===== config.mk =====
export PLATFORM = sky130hd
export DESIGN_NAME = ps2_keyboard
export DESIGN_NICKNAME = d
export VERILOG_FILES = /design/src/design/ps2_pkg.sv /design/src/design/amiga_key_pkg.sv /design/src/design/key_event_if.sv /design/src/design/ps2_receiver.sv /design/src/design/scan_decoder.sv /design/src/design/key_filter.sv /design/src/design/keyboard_control.sv /design/src/design/ps2_keyboard.sv
export SDC_FILE = /design/constraint.sdc
export NUM_CORES = 1
export LEC_CHECK = 0
export BUFFER_PORTS_ARGS = -buffer_cell sky130_fd_sc_hd__buf_4
export CAP_MARGIN = 10
export CORE_MARGIN = 2
export CORE_UTILIZATION = 55
export DETAILED_ROUTE_END_ITERATION = 16
export PLACE_DENSITY_LB_ADDON = 0.1
export SLEW_MARGIN = 30
export SYNTH_ARGS = -nofsm -noshare
export SYNTH_HDL_FRONTEND = slang
export SYNTH_SLANG_ARGS = --single-unit

===== constraint.sdc =====
create_clock -name clk -period 3.6 [get_ports clk]
set_input_delay 0.18 -clock clk [delete_from_list [all_inputs] [get_ports clk]]
set_output_delay 0.18 -clock clk [all_outputs]
set_load 0.05 [all_outputs]

===== src/design/ps2_pkg.sv =====
// ----------------------------------------
// ps/2 link layer definitions
// ----------------------------------------
package ps2_pkg;

	// one data byte out of a received frame
	typedef logic [7:0] scan_byte_t;

	// start + 8 data + parity + stop
	localparam int FRAME_BITS = 11;

	// ----------------------------------------
	// bytes that never map to a key
	// ----------------------------------------

	// next byte is from the extended set
	localparam scan_byte_t PREFIX_EXTENDED = 8'he0;

	// next byte is a key release
	localparam scan_byte_t PREFIX_RELEASE = 8'hf0;

	// keyboard acknowledge, passes through the prefix state untouched
	localparam scan_byte_t CODE_ACK = 8'hfa;

endpackage


===== src/design/amiga_key_pkg.sv =====
// ----------------------------------------
// amiga side key definitions
// ----------------------------------------
package amiga_key_pkg;

	// raw amiga key code
	typedef logic [6:0] amiga_code_t;

	// key as seen by the host, top bit set on release
	typedef struct packed {
		logic        released;	// 1 = key up
		amiga_code_t code;
	} amiga_key_t;

	// one keymap lookup result
	typedef struct packed {
		logic        mapped;		// key exists in the table
		logic        is_ctrl;
		logic        is_alt_left;
		logic        is_alt_right;
		logic        is_caps;
		amiga_code_t code;
	} keymap_entry_t;

	// ----------------------------------------
	// codes with extra meaning in the filter
	// ----------------------------------------
	localparam amiga_code_t AMIGA_CAPS      = 7'h62;
	localparam amiga_code_t AMIGA_CTRL      = 7'h63;
	localparam amiga_code_t AMIGA_ALT_LEFT  = 7'h64;
	localparam amiga_code_t AMIGA_ALT_RIGHT = 7'h65;	// reset needs both alts

endpackage


===== src/design/key_event_if.sv =====
`timescale 1ns/100ps

// decoded key event, decoder -> filter
interface key_event_if;
	import amiga_key_pkg::*;

	logic       event_valid;	// single cycle strobe
	amiga_key_t event_key;
	logic       is_ctrl;		// flags only valid with event_valid
	logic       is_alt_left;
	logic       is_alt_right;
	logic       is_caps;

	modport source (output event_valid, event_key, is_ctrl, is_alt_left, is_alt_right,
		is_caps);
	modport sink (input event_valid, event_key, is_ctrl, is_alt_left, is_alt_right,
		is_caps);

endinterface


===== src/design/ps2_receiver.sv =====
`timescale 1ns/100ps

module ps2_receiver (
	input  logic                clk,
	input  logic                reset,
	input  logic                ps2_clk,
	input  logic                ps2_dat,
	output logic                byte_valid,
	output ps2_pkg::scan_byte_t rx_byte
);
	import ps2_pkg::*;

	logic [1:0]            clk_sync;	// [1] is the older sample
	logic [1:0]            dat_sync;
	logic                  clk_fall;
	logic [FRAME_BITS-1:0] frame;		// shifts in from the top
	logic                  frame_done;

	// both lines idle high
	always_ff @(posedge clk)
	begin
		if (reset)
		begin
			clk_sync <= '1;
			dat_sync <= '1;
		end
		else
		begin
			clk_sync <= {clk_sync[0], ps2_clk};
			dat_sync <= {dat_sync[0], ps2_dat};
		end
	end

	assign clk_fall = clk_sync[1] & ~clk_sync[0];	// keyboard drives data before this

	// start bit is the only 0 that can reach bit 0
	assign frame_done = ~frame[0];

	always_ff @(posedge clk)
	begin
		if (reset)
		begin
			frame      <= '1;
			byte_valid <= 1'b0;
		end
		else
		begin
			byte_valid <= frame_done;
			if (frame_done)
				frame <= '1;	// ready for next frame
			else if (clk_fall)
				frame <= {dat_sync[1], frame[FRAME_BITS-1:1]};
		end
	end

	// data bits sit between start and parity, parity ignored
	always_ff @(posedge clk)
	begin
		if (frame_done)
			rx_byte <= frame[8:1];
	end

endmodule


===== src/design/scan_decoder.sv =====
`timescale 1ns/100ps

module scan_decoder (
	input  logic                clk,
	input  logic                reset,
	input  logic                byte_valid,
	input  ps2_pkg::scan_byte_t rx_byte,
	key_event_if.source         events
);
	import ps2_pkg::*;
	import amiga_key_pkg::*;

	logic          extended;		// E0 seen
	logic          released;		// F0 seen
	logic          is_prefix;
	logic          lookup_strobe;	// map_q holds a fresh lookup
	logic          lookup_released;
	keymap_entry_t map_comb;
	keymap_entry_t map_q;

	// special key flags follow from the code itself
	function automatic keymap_entry_t map_key(input amiga_code_t code);
		keymap_entry_t e;
		e.mapped       = 1'b1;
		e.is_ctrl      = (code == AMIGA_CTRL);
		e.is_alt_left  = (code == AMIGA_ALT_LEFT);
		e.is_alt_right = (code == AMIGA_ALT_RIGHT);
		e.is_caps      = (code == AMIGA_CAPS);
		e.code         = code;
		return e;
	endfunction

	assign is_prefix = (rx_byte == PREFIX_EXTENDED) || (rx_byte == PREFIX_RELEASE)
		|| (rx_byte == CODE_ACK);

	// ----------------------------------------
	// prefix tracking
	// ----------------------------------------
	always_ff @(posedge clk)
	begin
		if (reset)
		begin
			extended      <= 1'b0;
			released      <= 1'b0;
			lookup_strobe <= 1'b0;
		end
		else
		begin
			lookup_strobe <= byte_valid & ~is_prefix;
			if (byte_valid)
			begin
				if (rx_byte == PREFIX_EXTENDED)
					extended <= 1'b1;
				else if (rx_byte == PREFIX_RELEASE)
					released <= 1'b1;
				else if (rx_byte != CODE_ACK)
				begin
					extended <= 1'b0;	// key byte ends the sequence
					released <= 1'b0;
				end
			end
		end
	end

	// ----------------------------------------
	// keymap, mapped keys only
	// ----------------------------------------
	always_comb
	begin
		case ({extended, rx_byte})
			9'h001: map_comb = map_key(7'h58);	// f9
			9'h003: map_comb = map_key(7'h54);	// f5
			9'h004: map_comb = map_key(7'h52);	// f3
			9'h005: map_comb = map_key(7'h50);	// f1
			9'h006: map_comb = map_key(7'h51);	// f2
			9'h009: map_comb = map_key(7'h59);	// f10
			9'h00a: map_comb = map_key(7'h57);	// f8
			9'h00b: map_comb = map_key(7'h55);	// f6
			9'h00c: map_comb = map_key(7'h53);	// f4
			9'h00d: map_comb = map_key(7'h42);	// tab
			9'h00e: map_comb = map_key(7'h00);	// backtick
			9'h011: map_comb = map_key(AMIGA_ALT_LEFT);
			9'h012: map_comb = map_key(7'h60);	// left shift
			9'h014: map_comb = map_key(AMIGA_CTRL);
			9'h015: map_comb = map_key(7'h10);	// q
			9'h016: map_comb = map_key(7'h01);	// 1
			9'h01a: map_comb = map_key(7'h31);	// z
			9'h01b: map_comb = map_key(7'h21);	// s
			9'h01c: map_comb = map_key(7'h20);	// a
			9'h01d: map_comb = map_key(7'h11);	// w
			9'h01e: map_comb = map_key(7'h02);	// 2
			9'h021: map_comb = map_key(7'h33);	// c
			9'h022: map_comb = map_key(7'h32);	// x
			9'h023: map_comb = map_key(7'h22);	// d
			9'h024: map_comb = map_key(7'h12);	// e
			9'h025: map_comb = map_key(7'h04);	// 4
			9'h026: map_comb = map_key(7'h03);	// 3
			9'h029: map_comb = map_key(7'h40);	// space
			9'h02a: map_comb = map_key(7'h34);	// v
			9'h02b: map_comb = map_key(7'h23);	// f
			9'h02c: map_comb = map_key(7'h14);	// t
			9'h02d: map_comb = map_key(7'h13);	// r
			9'h02e: map_comb = map_key(7'h05);	// 5
			9'h031: map_comb = map_key(7'h36);	// n
			9'h032: map_comb = map_key(7'h35);	// b
			9'h033: map_comb = map_key(7'h25);	// h
			9'h034: map_comb = map_key(7'h24);	// g
			9'h035: map_comb = map_key(7'h15);	// y
			9'h036: map_comb = map_key(7'h06);	// 6
			9'h03a: map_comb = map_key(7'h37);	// m
			9'h03b: map_comb = map_key(7'h26);	// j
			9'h03c: map_comb = map_key(7'h16);	// u
			9'h03d: map_comb = map_key(7'h07);	// 7
			9'h03e: map_comb = map_key(7'h08);	// 8
			9'h041: map_comb = map_key(7'h38);	// comma
			9'h042: map_comb = map_key(7'h27);	// k
			9'h043: map_comb = map_key(7'h17);	// i
			9'h044: map_comb = map_key(7'h18);	// o
			9'h045: map_comb = map_key(7'h0a);	// 0
			9'h046: map_comb = map_key(7'h09);	// 9
			9'h049: map_comb = map_key(7'h39);	// period
			9'h04a: map_comb = map_key(7'h3a);	// slash
			9'h04b: map_comb = map_key(7'h28);	// l
			9'h04c: map_comb = map_key(7'h29);	// semicolon
			9'h04d: map_comb = map_key(7'h19);	// p
			9'h04e: map_comb = map_key(7'h0b);	// minus
			9'h052: map_comb = map_key(7'h2a);	// quote
			9'h054: map_comb = map_key(7'h1a);	// [
			9'h055: map_comb = map_key(7'h0c);	// =
			9'h058: map_comb = map_key(AMIGA_CAPS);
			9'h059: map_comb = map_key(7'h61);	// right shift
			9'h05a: map_comb = map_key(7'h44);	// return
			9'h05b: map_comb = map_key(7'h1b);	// ]
			9'h05d: map_comb = map_key(7'h0d);	// backslash
			9'h066: map_comb = map_key(7'h41);	// backspace
			9'h069: map_comb = map_key(7'h1d);	// kp 1
			9'h06b: map_comb = map_key(7'h2d);	// kp 4
			9'h06c: map_comb = map_key(7'h3d);	// kp 7
			9'h070: map_comb = map_key(7'h0f);	// kp 0
			9'h071: map_comb = map_key(7'h3c);	// kp .
			9'h072: map_comb = map_key(7'h1e);	// kp 2
			9'h073: map_comb = map_key(7'h2e);	// kp 5
			9'h074: map_comb = map_key(7'h2f);	// kp 6
			9'h075: map_comb = map_key(7'h3e);	// kp 8
			9'h076: map_comb = map_key(7'h45);	// esc
			9'h077: map_comb = map_key(7'h5a);	// num lock as kp (
			9'h078: map_comb = map_key(7'h5f);	// f11 as help
			9'h079: map_comb = map_key(7'h5e);	// kp +
			9'h07a: map_comb = map_key(7'h1f);	// kp 3
			9'h07b: map_comb = map_key(7'h4a);	// kp -
			9'h07c: map_comb = map_key(7'h5d);	// kp *
			9'h07d: map_comb = map_key(7'h3f);	// kp 9
			9'h07e: map_comb = map_key(7'h5b);	// scroll lock as kp )
			9'h083: map_comb = map_key(7'h56);	// f7
			// extended set
			9'h111: map_comb = map_key(AMIGA_ALT_RIGHT);
			9'h11f: map_comb = map_key(7'h66);	// left gui as left amiga
			9'h127: map_comb = map_key(7'h67);	// right gui as right amiga
			9'h14a: map_comb = map_key(7'h5c);	// kp /
			9'h15a: map_comb = map_key(7'h43);	// kp enter
			9'h16b: map_comb = map_key(7'h4f);	// left
			9'h171: map_comb = map_key(7'h46);	// del
			9'h172: map_comb = map_key(7'h4d);	// down
			9'h174: map_comb = map_key(7'h4e);	// right
			9'h175: map_comb = map_key(7'h4c);	// up
			default: map_comb = '0;
		endcase
	end

	// registered lookup, release flag taken before the clear
	always_ff @(posedge clk)
	begin
		if (byte_valid)
		begin
			map_q           <= map_comb;
			lookup_released <= released;
		end
	end

	assign events.event_valid  = lookup_strobe & map_q.mapped;	// unmapped keys vanish here
	assign events.event_key    = '{released: lookup_released, code: map_q.code};
	assign events.is_ctrl      = map_q.is_ctrl;
	assign events.is_alt_left  = map_q.is_alt_left;
	assign events.is_alt_right = map_q.is_alt_right;
	assign events.is_caps      = map_q.is_caps;

endmodule


===== src/design/key_filter.sv =====
`timescale 1ns/100ps

module key_filter (
	input  logic                      clk,
	input  logic                      reset,
	key_event_if.sink                 events,
	input  logic                      flush,
	input  logic                      key_ready,
	output logic                      key_valid,
	output amiga_key_pkg::amiga_key_t key_code,
	output logic                      kbd_reset
);
	import amiga_key_pkg::*;

	amiga_key_t last_key;		// last press, or its release
	logic       caps_lock;
	logic       ctrl_up;		// held-key flags, 1 = up
	logic       alt_left_up;
	logic       alt_right_up;
	logic       same_code;
	logic       duplicate;
	logic       caps_blocked;
	logic       accept;

	// ----------------------------------------
	// typematic and caps lock filtering
	// ----------------------------------------
	assign same_code    = (last_key.code == events.event_key.code);
	assign duplicate    = same_code && (last_key.released == events.event_key.released);
	assign caps_blocked = caps_lock & events.is_caps;	// amiga keeps caps latched
	assign accept       = events.event_valid & ~duplicate & ~caps_blocked;

	always_ff @(posedge clk)
	begin
		if (reset)
		begin
			last_key  <= '{released: 1'b1, code: '0};
			caps_lock <= 1'b0;
		end
		else if (events.event_valid)
		begin
			if (!events.event_key.released)
				last_key <= events.event_key;
			else if (same_code)
				last_key <= events.event_key;	// only the matching release
			if (events.is_caps && !events.event_key.released && !duplicate)
				caps_lock <= ~caps_lock;
		end
	end

	// ----------------------------------------
	// ctrl + both alts detector
	// ----------------------------------------
	always_ff @(posedge clk)
	begin
		if (reset)
		begin
			ctrl_up      <= 1'b1;
			alt_left_up  <= 1'b1;
			alt_right_up <= 1'b1;
		end
		else if (events.event_valid)
		begin
			if (events.is_ctrl)
				ctrl_up <= events.event_key.released;
			if (events.is_alt_left)
				alt_left_up <= events.event_key.released;
			if (events.is_alt_right)
				alt_right_up <= events.event_key.released;
		end
	end

	assign kbd_reset = ~(ctrl_up | alt_left_up | alt_right_up);

	// output key, new key wins over a transfer in the same cycle
	always_ff @(posedge clk)
	begin
		if (reset)
			key_valid <= 1'b0;
		else if (accept)
			key_valid <= 1'b1;
		else if (key_ready || flush)
			key_valid <= 1'b0;
	end

	always_ff @(posedge clk)
	begin
		if (accept)
			key_code <= events.event_key;
	end

endmodule


===== src/design/keyboard_control.sv =====
`timescale 1ns/100ps

module keyboard_control #(
	parameter int HOLD_TIMEOUT_CYCLES = 524288
) (
	input  logic clk,
	input  logic reset,
	input  logic key_valid,
	output logic flush,
	output logic ps2_clk_hold
);

	localparam int TIMER_W = $clog2(HOLD_TIMEOUT_CYCLES + 1);

	typedef enum logic {
		ST_RECEIVE,		// ps/2 clock released
		ST_HOLD			// key waiting for the host
	} state_t;

	state_t             state;
	logic [TIMER_W-1:0] timer;
	logic               timeout;

	// full timeout spent in hold with the key still pending
	assign timeout = (state == ST_HOLD) && key_valid
		&& (timer == TIMER_W'(HOLD_TIMEOUT_CYCLES - 1));

	always_ff @(posedge clk)
	begin
		if (reset)
		begin
			state <= ST_RECEIVE;
			timer <= '0;
		end
		else
		begin
			case (state)
				ST_RECEIVE:
				begin
					timer <= '0;
					if (key_valid)
						state <= ST_HOLD;
				end
				ST_HOLD:
				begin
					if (!key_valid)
					begin
						state <= ST_RECEIVE;	// host took it or flushed
						timer <= '0;
					end
					else if (timeout)
						timer <= '0;	// restart for a key loaded with the flush
					else
						timer <= timer + 1'b1;
				end
				default: state <= ST_RECEIVE;
			endcase
		end
	end

	assign flush        = timeout;
	assign ps2_clk_hold = (state == ST_HOLD);	// keyboard buffers keys meanwhile

endmodule


===== src/design/ps2_keyboard.sv =====
`timescale 1ns/100ps

module ps2_keyboard #(
	parameter int HOLD_TIMEOUT_CYCLES = 524288
) (
	input  logic                      clk,
	input  logic                      reset,
	input  logic                      ps2_clk,
	input  logic                      ps2_dat,
	input  logic                      key_ready,
	output logic                      ps2_clk_hold,
	output logic                      key_valid,
	output amiga_key_pkg::amiga_key_t key_code,
	output logic                      kbd_reset
);
	import ps2_pkg::*;

	logic       byte_valid;
	scan_byte_t rx_byte;
	logic       flush;

	key_event_if u_events ();

	// ----------------------------------------
	// frame in, key event out
	// ----------------------------------------
	ps2_receiver u_ps2_receiver (
		.clk        (clk),
		.reset      (reset),
		.ps2_clk    (ps2_clk),
		.ps2_dat    (ps2_dat),
		.byte_valid (byte_valid),
		.rx_byte    (rx_byte)
	);

	scan_decoder u_scan_decoder (
		.clk        (clk),
		.reset      (reset),
		.byte_valid (byte_valid),
		.rx_byte    (rx_byte),
		.events     (u_events.source)
	);

	key_filter u_key_filter (
		.clk       (clk),
		.reset     (reset),
		.events    (u_events.sink),
		.flush     (flush),
		.key_ready (key_ready),
		.key_valid (key_valid),
		.key_code  (key_code),
		.kbd_reset (kbd_reset)
	);

	// stalls the keyboard while a key is pending
	keyboard_control #(
		.HOLD_TIMEOUT_CYCLES (HOLD_TIMEOUT_CYCLES)
	) u_keyboard_control (
		.clk          (clk),
		.reset        (reset),
		.key_valid    (key_valid),
		.flush        (flush),
		.ps2_clk_hold (ps2_clk_hold)
	);

endmodule


==> Word level (Yosys, flattened, before mapping) <==
Cells that the tools add are included.
{ "totals": {"reg_bits": 82, "output_inout_bits": 11, "input_bits": 5} }
{ "classes": {"reduce_logical": 22, "n_eq_ne": 103, "n_addsub": 1, "mux": 13, "bitwise_logic": 18} }
{ "op_table": {"columns": ["operator", "n"], "rows": [
  ["case mux 12 bit (94 select lines)", 1],
  ["equality test 9 x 7 -> 1 bit, second input constant", 39],
  ["equality test 9 x 6 -> 1 bit, second input constant", 23],
  ["equality test 9 x 5 -> 1 bit, second input constant", 10],
  ["equality test 9 bit, second input constant", 10],
  ["equality test 9 x 4 -> 1 bit, second input constant", 6],
  ["2-to-1 mux 20 bit", 2],
  ["case mux 20 bit (2 select lines)", 1],
  ["equality test 9 x 3 -> 1 bit, second input constant", 3],
  ["equality test 8 bit, second input constant", 3],
  ["adder 20 x 1 -> 20 bit, second input constant", 1],
  ["equality test 20 x 19 -> 1 bit, second input constant", 1],
  ["2-to-1 mux 8 bit", 2],
  ["inverter 1 bit", 10],
  ["AND reduction 2 bit", 5],
  ["equality test 9 x 1 -> 1 bit, second input constant", 1],
  ["equality test 9 x 2 -> 1 bit, second input constant", 1],
  ["equality test 9 x 8 -> 1 bit, second input constant", 1],
  ["inequality test 8 bit, second input constant", 1],
  ["equality test 7 bit", 1],
  ["2-to-1 mux 1 bit", 7],
  ["AND 1 bit", 6],
  ["AND reduction 3 bit", 2],
  ["nonzero test 2 bit", 3],
  ["8 further kinds", 17]
]} }

==> Depth between registers and ports, before layout <==
Gate-level depths: netlist of run 1.
{ "depth": {"ltp_word": 6, "ltp_mapped": 11, "depth_no_buf": 7} }

==> Cells and area by module <==
Synthesis of run 1 repeated with hierarchy kept, for this count alone.
{ "hier_totals": {"hier_cells": 605, "hier_area_um2": 5346.4} }
{ "by_module_without_submodules": {"columns": ["module", "seq_area_each_um2", "n_inst", "cells_per_inst", "area_each_um2"], "rows": [
  ["scan_decoder", 450.4, 1, 354, 2596.2],
  ["key_filter", 500.5, 1, 78, 938.4],
  ["keyboard_control", 420.4, 1, 106, 920.9],
  ["ps2_receiver", 560.5, 1, 67, 890.9]
]} }

==> Worst setup path before layout of run 1 <==
No wires, ideal clock.
{ "synth_timing": {"kind": "register -> register", "from": "reg u_ps2_receiver.rx_byte[4]", "to": "reg u_scan_decoder.map_q[11] (netlist bit) (data pin)", "required_time_ns": 3.328, "setup_slack_ns": 1.011, "n_path_buf": 2, "setup_ns": 0.272, "arrival_ns": 2.317, "path_stages_with_launch": 9, "synth_period_minus_slack_ns": 2.589, "cell_sequence": "edfxtp_1 -> buf_6 -> buf_6 -> and3b_4 -> nand4_1 -> a21boi_1 -> or4b_1 -> or4_1 -> or4_1"} }
{ "synth_rtl": {"columns": ["element", "line", "text"], "rows": [
  ["start, declared", "ps2_receiver.sv:9", "output ps2_pkg::scan_byte_t rx_byte"],
  ["start signal, assigned", "ps2_receiver.sv:60", "rx_byte <= frame[8:1];"],
  ["end signal, assigned", "scan_decoder.sv:175", "map_q <= map_comb;"],
  ["end, declared", "scan_decoder.sv:19", "keymap_entry_t map_q;"]
]} }

==> flow_summary.toml, run 1 <==
[run]
drv_cap = 0

[yosys]
mappedNetlistNets = 584
ys_warn_count = 0
synthCells = 578
async_flop_share_pct = 0
synth_edf_count = 29
synthFlopType = "dfxtp_1"
avgSynthCellArea_um2 = 8.516
ys_seq_area_share_pct = 39.25
synth-seq-cells = 82
ys_types = 68
netlist_area_mm2 = 0.004922

[die]
die_h_um = 98.60
ios = 16
die_w_um = 98.60
rows = 34
dieArea_mm2 = 0.009722
core_mm2 = 0.008721
initial_core_util_pct = 56.44

[clock_network]
htree_levels = 3
postCtsSetupBuffers = 0
cts.sinks = 82
cts_buffers = 9
ctsRootBufferMaster = "clkbuf_8"
clk_latency_ns = 0.35
cts_tree = "yes"
clkTransAtPathRegs_ns = 0.09
clockBufferDepth = 2
post_cts_resized = 0
hold_buffers = 0

[worst_setup_path]
arrival_ns = 3.28
critPathKind = "reg -> reg"
crit_required_ns = 3.68
start_kind = "register"
end_kind = "register"
critical_path_peak_fanout = 23

[detailed_routing]
drt-initial-drc-count = 725
vias = 4766
routedWlPerCell_um = 21.21
vias_per_cell = 6.751
drc = 0
wirelength_um = 14970
antenna_left = 0
dr.pass1.iters = 6

[sta]
setup_tns_ns = 0
period_minus_slack_ns = 3.198
tightest_slew_ns = 0.9759
max_freq_ghz = 0.3127
max_slew_margin_pct = 34.05
finalCritPeriodShare_pct = 88.82
rsz0062_at_grt = "no"
slew_violations = 0
hold_viol = 0
finalSetupViolCount = 0
holdWs_ns = 0.1568
fin_worst_skew_ns = 0.01415

[pwr]
pwr_density_cell_mw_per_mm2 = 310.2
p_leak_nw = 1.957
peakVddDrop_mv = 0.2403

[global_route]
grt_max_degree = 35
grt_pass1_vias = 4335
grt_overflow = 0
grt_util_met3_pct = 6.809
use_met2_pct = 49.87
grt_pass1_wl_um = 23600
use_met1_pct = 39.62
grtUsageTotal_pct = 30.87
busiest_layer = "met2"
antenna_found_initial = 1

[place]
portBuffers = 15
place_congestion = 1.120
place_hpwl_um = 10860

[finish]
final_cell_mix = "71 x nor2_1, 59 x nand2_1, 53 x dfxtp_1, 45 x buf_4, 34 x nand3_1"
fin_util_pct = 61.74
fin_nets = 598
num-fill-cells = 744
syn2layout_area_growth_pct = 9.380
drive_gt1_share_pct = 13.23
final_common_cell = "nor2_1"

[worst_hold_path]
hp-class = "in -> reg"

[status]
run_status = "finished clean"
==> critical path, cell delays in order, from the launching register on <==
cell,delay [ns]
edfxtp_1,0.85
nor4bb_1,0.30
a32oi_1,0.23
o21ai_1,0.15
or4b_1,0.50
or4_1,0.51
or4_1,0.40
==> layout make-up <==
type / instances / area (um2) / area share [%]
Multi-Input combinational cell: 442 / 2718 / 50.48
Sequential cell: 82 / 1932 / 35.88
Timing Repair Buffer: 48 / 377.9 / 7.018
Clock buffer: 10 / 137.6 / 2.556
Tap cell: 108 / 135.1 / 2.510
Clock inverter: 6 / 47.55 / 0.8831
Inverter: 9 / 33.78 / 0.6275
Antenna cell: 1 / 2.502 / 0.04648
==> layer usage <==
| metal | up-vias | part of all wire (%) |
|---|---|---|
| met1 | 2192 | 39 |
| met2 | 342 | 45 |
| li1 | 2147 | - |
| met5 | - | 0 |
| met3 | 85 | 9.8 |
| met4 | 0 | 6.2 |
==> sequential cells by signal, indices dropped and copies added (netlist names), 2 cells and up <==
name and flops:
u_keyboard_control.timer 20, u_ps2_receiver.frame 11, u_key_filter.key_code 8, u_key_filter.last_key 8, u_ps2_receiver.rx_byte 8, u_scan_decoder.events.event_key 7, u_ps2_receiver.clk_sync 2, u_ps2_receiver.dat_sync 2
==> cells in the mapped netlist, types with 12 or more instances <==
cell | number | area share, %
nor2_1 | 71 | 5.4
nand2_1 | 59 | 4.5
dfxtp_1 | 53 | 22
nand3_1 | 34 | 3.5
edfxtp_1 | 29 | 18
xor2_1 | 20 | 3.6
buf_2 | 19 | 1.9
o21ai_0 | 18 | 1.8
xnor2_1 | 18 | 3.2
nor3_1 | 17 | 1.7
nand4_1 | 15 | 1.9
clkbuf_1 | 14 | 1.1
nand2b_1 | 14 | 1.8
a21oi_1 | 12 | 1.2
==> where the power goes <==
part	leakage (nW)	total [mW]	switching (mW)	internal [mW]
logic	1.16	0.0610	0.0374	0.0236
registers	0.697	0.975	0.0101	0.965
clock network	0.0990	0.634	0.356	0.278
==> logic make-up after synthesis <==
logic type,count (synthesis),synth area share (%)
DFF,82,39.25
adders and majority gates,1,0.2542
buffers and inverters,54,5.567
and+or+nand+nor,288,31.01
AOI/OAI and AO/OA,107,15.53
xor gates and xnor gates,38,6.762
muxes,8,1.627
==> metrics by stage <==
stage	total power [mW]	cells	instance area [um2]	setup slack [ns]
after floorplan	1.035	578	4922	1.011
after global placement	1.053	687	5175	0.5009
after detailed placement	1.054	687	5175	0.5303
after CTS	1.676	703	5360	0.5000
after global routing	1.731	705	5381	0.3130
final	1.670	706	5384	0.4023
==> final timing paths <==
kind                                                     startpoint  slack [ns]  depth (start not counted)                                   end
worst max-delay path            u_ps2_receiver.rx_byte[7]$_DFFE_PN_        0.40                          6    u_scan_decoder.map_q[11]$_DFFE_PP_
worst min-delay path                                      key_ready        0.16                          4   u_key_filter.key_valid$_SDFFE_PP0P_
worst max register to register  u_ps2_receiver.rx_byte[7]$_DFFE_PN_        0.40                          6    u_scan_decoder.map_q[11]$_DFFE_PP_
worst min register to register   u_ps2_receiver.frame[0]$_SDFF_PP1_        0.43                          1  u_ps2_receiver.byte_valid$_SDFF_PP0_
Power figures use the tool's default switching activity.
==> inputs of run 2 (changes only) <==
==> constraint.sdc (replaced) <==
create_clock -name clk -period 3.6 [get_ports clk]
set_input_delay 0.72 -clock clk [delete_from_list [all_inputs] [get_ports clk]]
set_output_delay 0.72 -clock clk [all_outputs]
set_load 0.05 [all_outputs]
==> flow_summary.toml, run 2 (synthesized netlist as in run 1, its figures left out) <==
[status]
run_status = "finished clean"

[detailed_routing]
vias = 4785
drt-initial-drc-count = 681
routedWlPerCell_um = 21.18
vias_per_cell = 6.797
antenna_left = 0
dr.pass1.iters = 6
wirelength_um = 14910
drc = 0

[die]
dieArea_mm2 = 0.009722
core_mm2 = 0.008721
die_w_um = 98.60
die_h_um = 98.60
rows = 34
initial_core_util_pct = 56.44
ios = 16

[clock_network]
cts.sinks = 82
clockBufferDepth = 2
post_cts_resized = 0
htree_levels = 3
postCtsSetupBuffers = 0
clkTransAtPathRegs_ns = 0.09
clk_latency_ns = 0.35
hold_buffers = 0
cts_tree = "yes"
ctsRootBufferMaster = "clkbuf_8"
cts_buffers = 9

[sta]
hold_viol = 0
tightest_slew_ns = 0.9180
period_minus_slack_ns = 3.190
max_slew_margin_pct = 37.97
max_freq_ghz = 0.3135
setup_tns_ns = 0
finalCritPeriodShare_pct = 88.61
slew_violations = 0
fin_worst_skew_ns = 0.01290
finalSetupViolCount = 0
rsz0062_at_grt = "no"

[pwr]
total_power_mw = 1.666
p_seq_share_pct = 58.5
p_sw_uw = 400.4
peakVddDrop_mv = 0.2413
swShare_pct = 24.04
intPower_mw = 1.266
pwr-share-comb_pct = 3.6
clkPwrFrac_pct = 37.9
p_leak_nw = 1.949
pwr_density_cell_mw_per_mm2 = 310.6

[finish]
final_cell_mix = "71 x nor2_1, 59 x nand2_1, 53 x dfxtp_1, 45 x buf_4, 34 x nand3_1"
largest_reg_flops = 20
top_regs = "u_keyboard_control.timer: 20 flops, u_ps2_receiver.frame: 11 flops"
fin_nets = 596
stdcell_count = 704
fin_util_pct = 61.51
regMostFlops = "u_keyboard_control.timer"
final_common_cell = "nor2_1"
drive_gt1_share_pct = 13.28
num-fill-cells = 744
syn2layout_area_growth_pct = 8.973

[global_route]
grt_pass1_wl_um = 23600
grt_overflow = 0
grtUsageTotal_pct = 30.87
antenna_found_initial = 1
grt_pass1_vias = 4335
grt_max_degree = 35

[worst_hold_path]
hp-class = "reg -> reg"

[worst_setup_path]
reg2reg_setup_slack_ns = 0.41
worst_path_most_repeated_cell = "or4_1"
critical_path_peak_fanout = 23
crit_path_top_delay_cell = "edfxtp_1"
end_kind = "register"
critPathKind = "reg -> reg"
path_buf_inv = 0
worstSetupEndpoint = "u_scan_decoder.map_q[11]$_DFFE_PP_"
timing.rr.end = "u_scan_decoder.map_q[11]$_DFFE_PP_"
cp_top_family = "simple AND/OR/NAND/NOR gates"
crit_chain = "nor4bb_1 > a32oi_1 > o21ai_1 > or4b_1 > or4_1 > or4_1"
crit_start = "u_ps2_receiver.rx_byte[7]$_DFFE_PN_"
slowest_delay_ns = 0.85
start_kind = "register"
critical_path_depth = 6
reg2reg_from = "u_ps2_receiver.rx_byte[7]$_DFFE_PN_"
crit_required_ns = 3.68
arrival_ns = 3.27
r2r_cells = 6

[place]
place_congestion = 1.120
dp.cells = 687
portBuffers = 15
place_hpwl_um = 10860

[run]
drv_cap = 0
==> run 2: changes by cell type in the layout (fill, tap and decap cells not counted) <==
cell,change
dlygate4sd3_1,-2
==> run 2: stage by stage <==
step	worst slack, ns	area, um2	hold slack, ns
floorplan	1.011	4922	0.3895
global placement	0.5009	5175	0.3926
detailed placement	0.5303	5175	0.4056
CTS	0.5000	5360	0.4218
global route	0.3130	5361	0.4511
finish	0.4101	5364	0.4294
==> run 2: final cells by class <==
cell class	instances	area (um2)	area share, %
repair buffers	46	357.8	6.671
multi-input cells	442	2718	50.66
diodes	1	2.502	0.04665
flip-flops and latches	82	1932	36.02
inverters	9	33.78	0.6298
clock inverters	6	47.55	0.8864
well taps	108	135.1	2.519
clock buffers	10	137.6	2.566
==> run 2: how the worst min path moves through the flow <==
stage	start	to	cells after the start
CTS	u_ps2_receiver.frame[0]$_SDFF_PP1_	u_ps2_receiver.byte_valid$_SDFF_PP0_	1
detailed placement	u_ps2_receiver.frame[0]$_SDFF_PP1_	u_ps2_receiver.byte_valid$_SDFF_PP0_	1
floorplan	u_ps2_receiver.dat_sync[0]$_SDFF_PP1_	u_ps2_receiver.dat_sync[1]$_SDFF_PP1_	1
global placement	u_ps2_receiver.dat_sync[0]$_SDFF_PP1_	u_ps2_receiver.dat_sync[1]$_SDFF_PP1_	1
finish	u_ps2_receiver.frame[0]$_SDFF_PP1_	u_ps2_receiver.byte_valid$_SDFF_PP0_	1
global route	u_ps2_receiver.frame[0]$_SDFF_PP1_	u_ps2_receiver.byte_valid$_SDFF_PP0_	1
==> run 2: per-layer routing <==
metal / part of all wire, % / GRT usage (%) / wire (um) / vias to the layer above
met1: 38 / 39.62 / 5676 / 2195
met5: 0 / 0 / 0 / -
met3: 10 / 6.809 / 1542 / 92
li1: - / - / - / 2143
met2: 46 / 49.87 / 6809 / 355
met4: 5.9 / 14.23 / 883 / 0
==> run 2: power groups by stage <==
stage                     Sequential [mW]  Combinational (mW)  Clock [mW]
after floorplan                     0.992              0.0430           0
after global placement              0.996              0.0567           0
after detailed placement            0.996              0.0576           0
after CTS                           0.975              0.0578       0.643
after global routing                0.977              0.0646       0.688
final                               0.975              0.0592       0.632
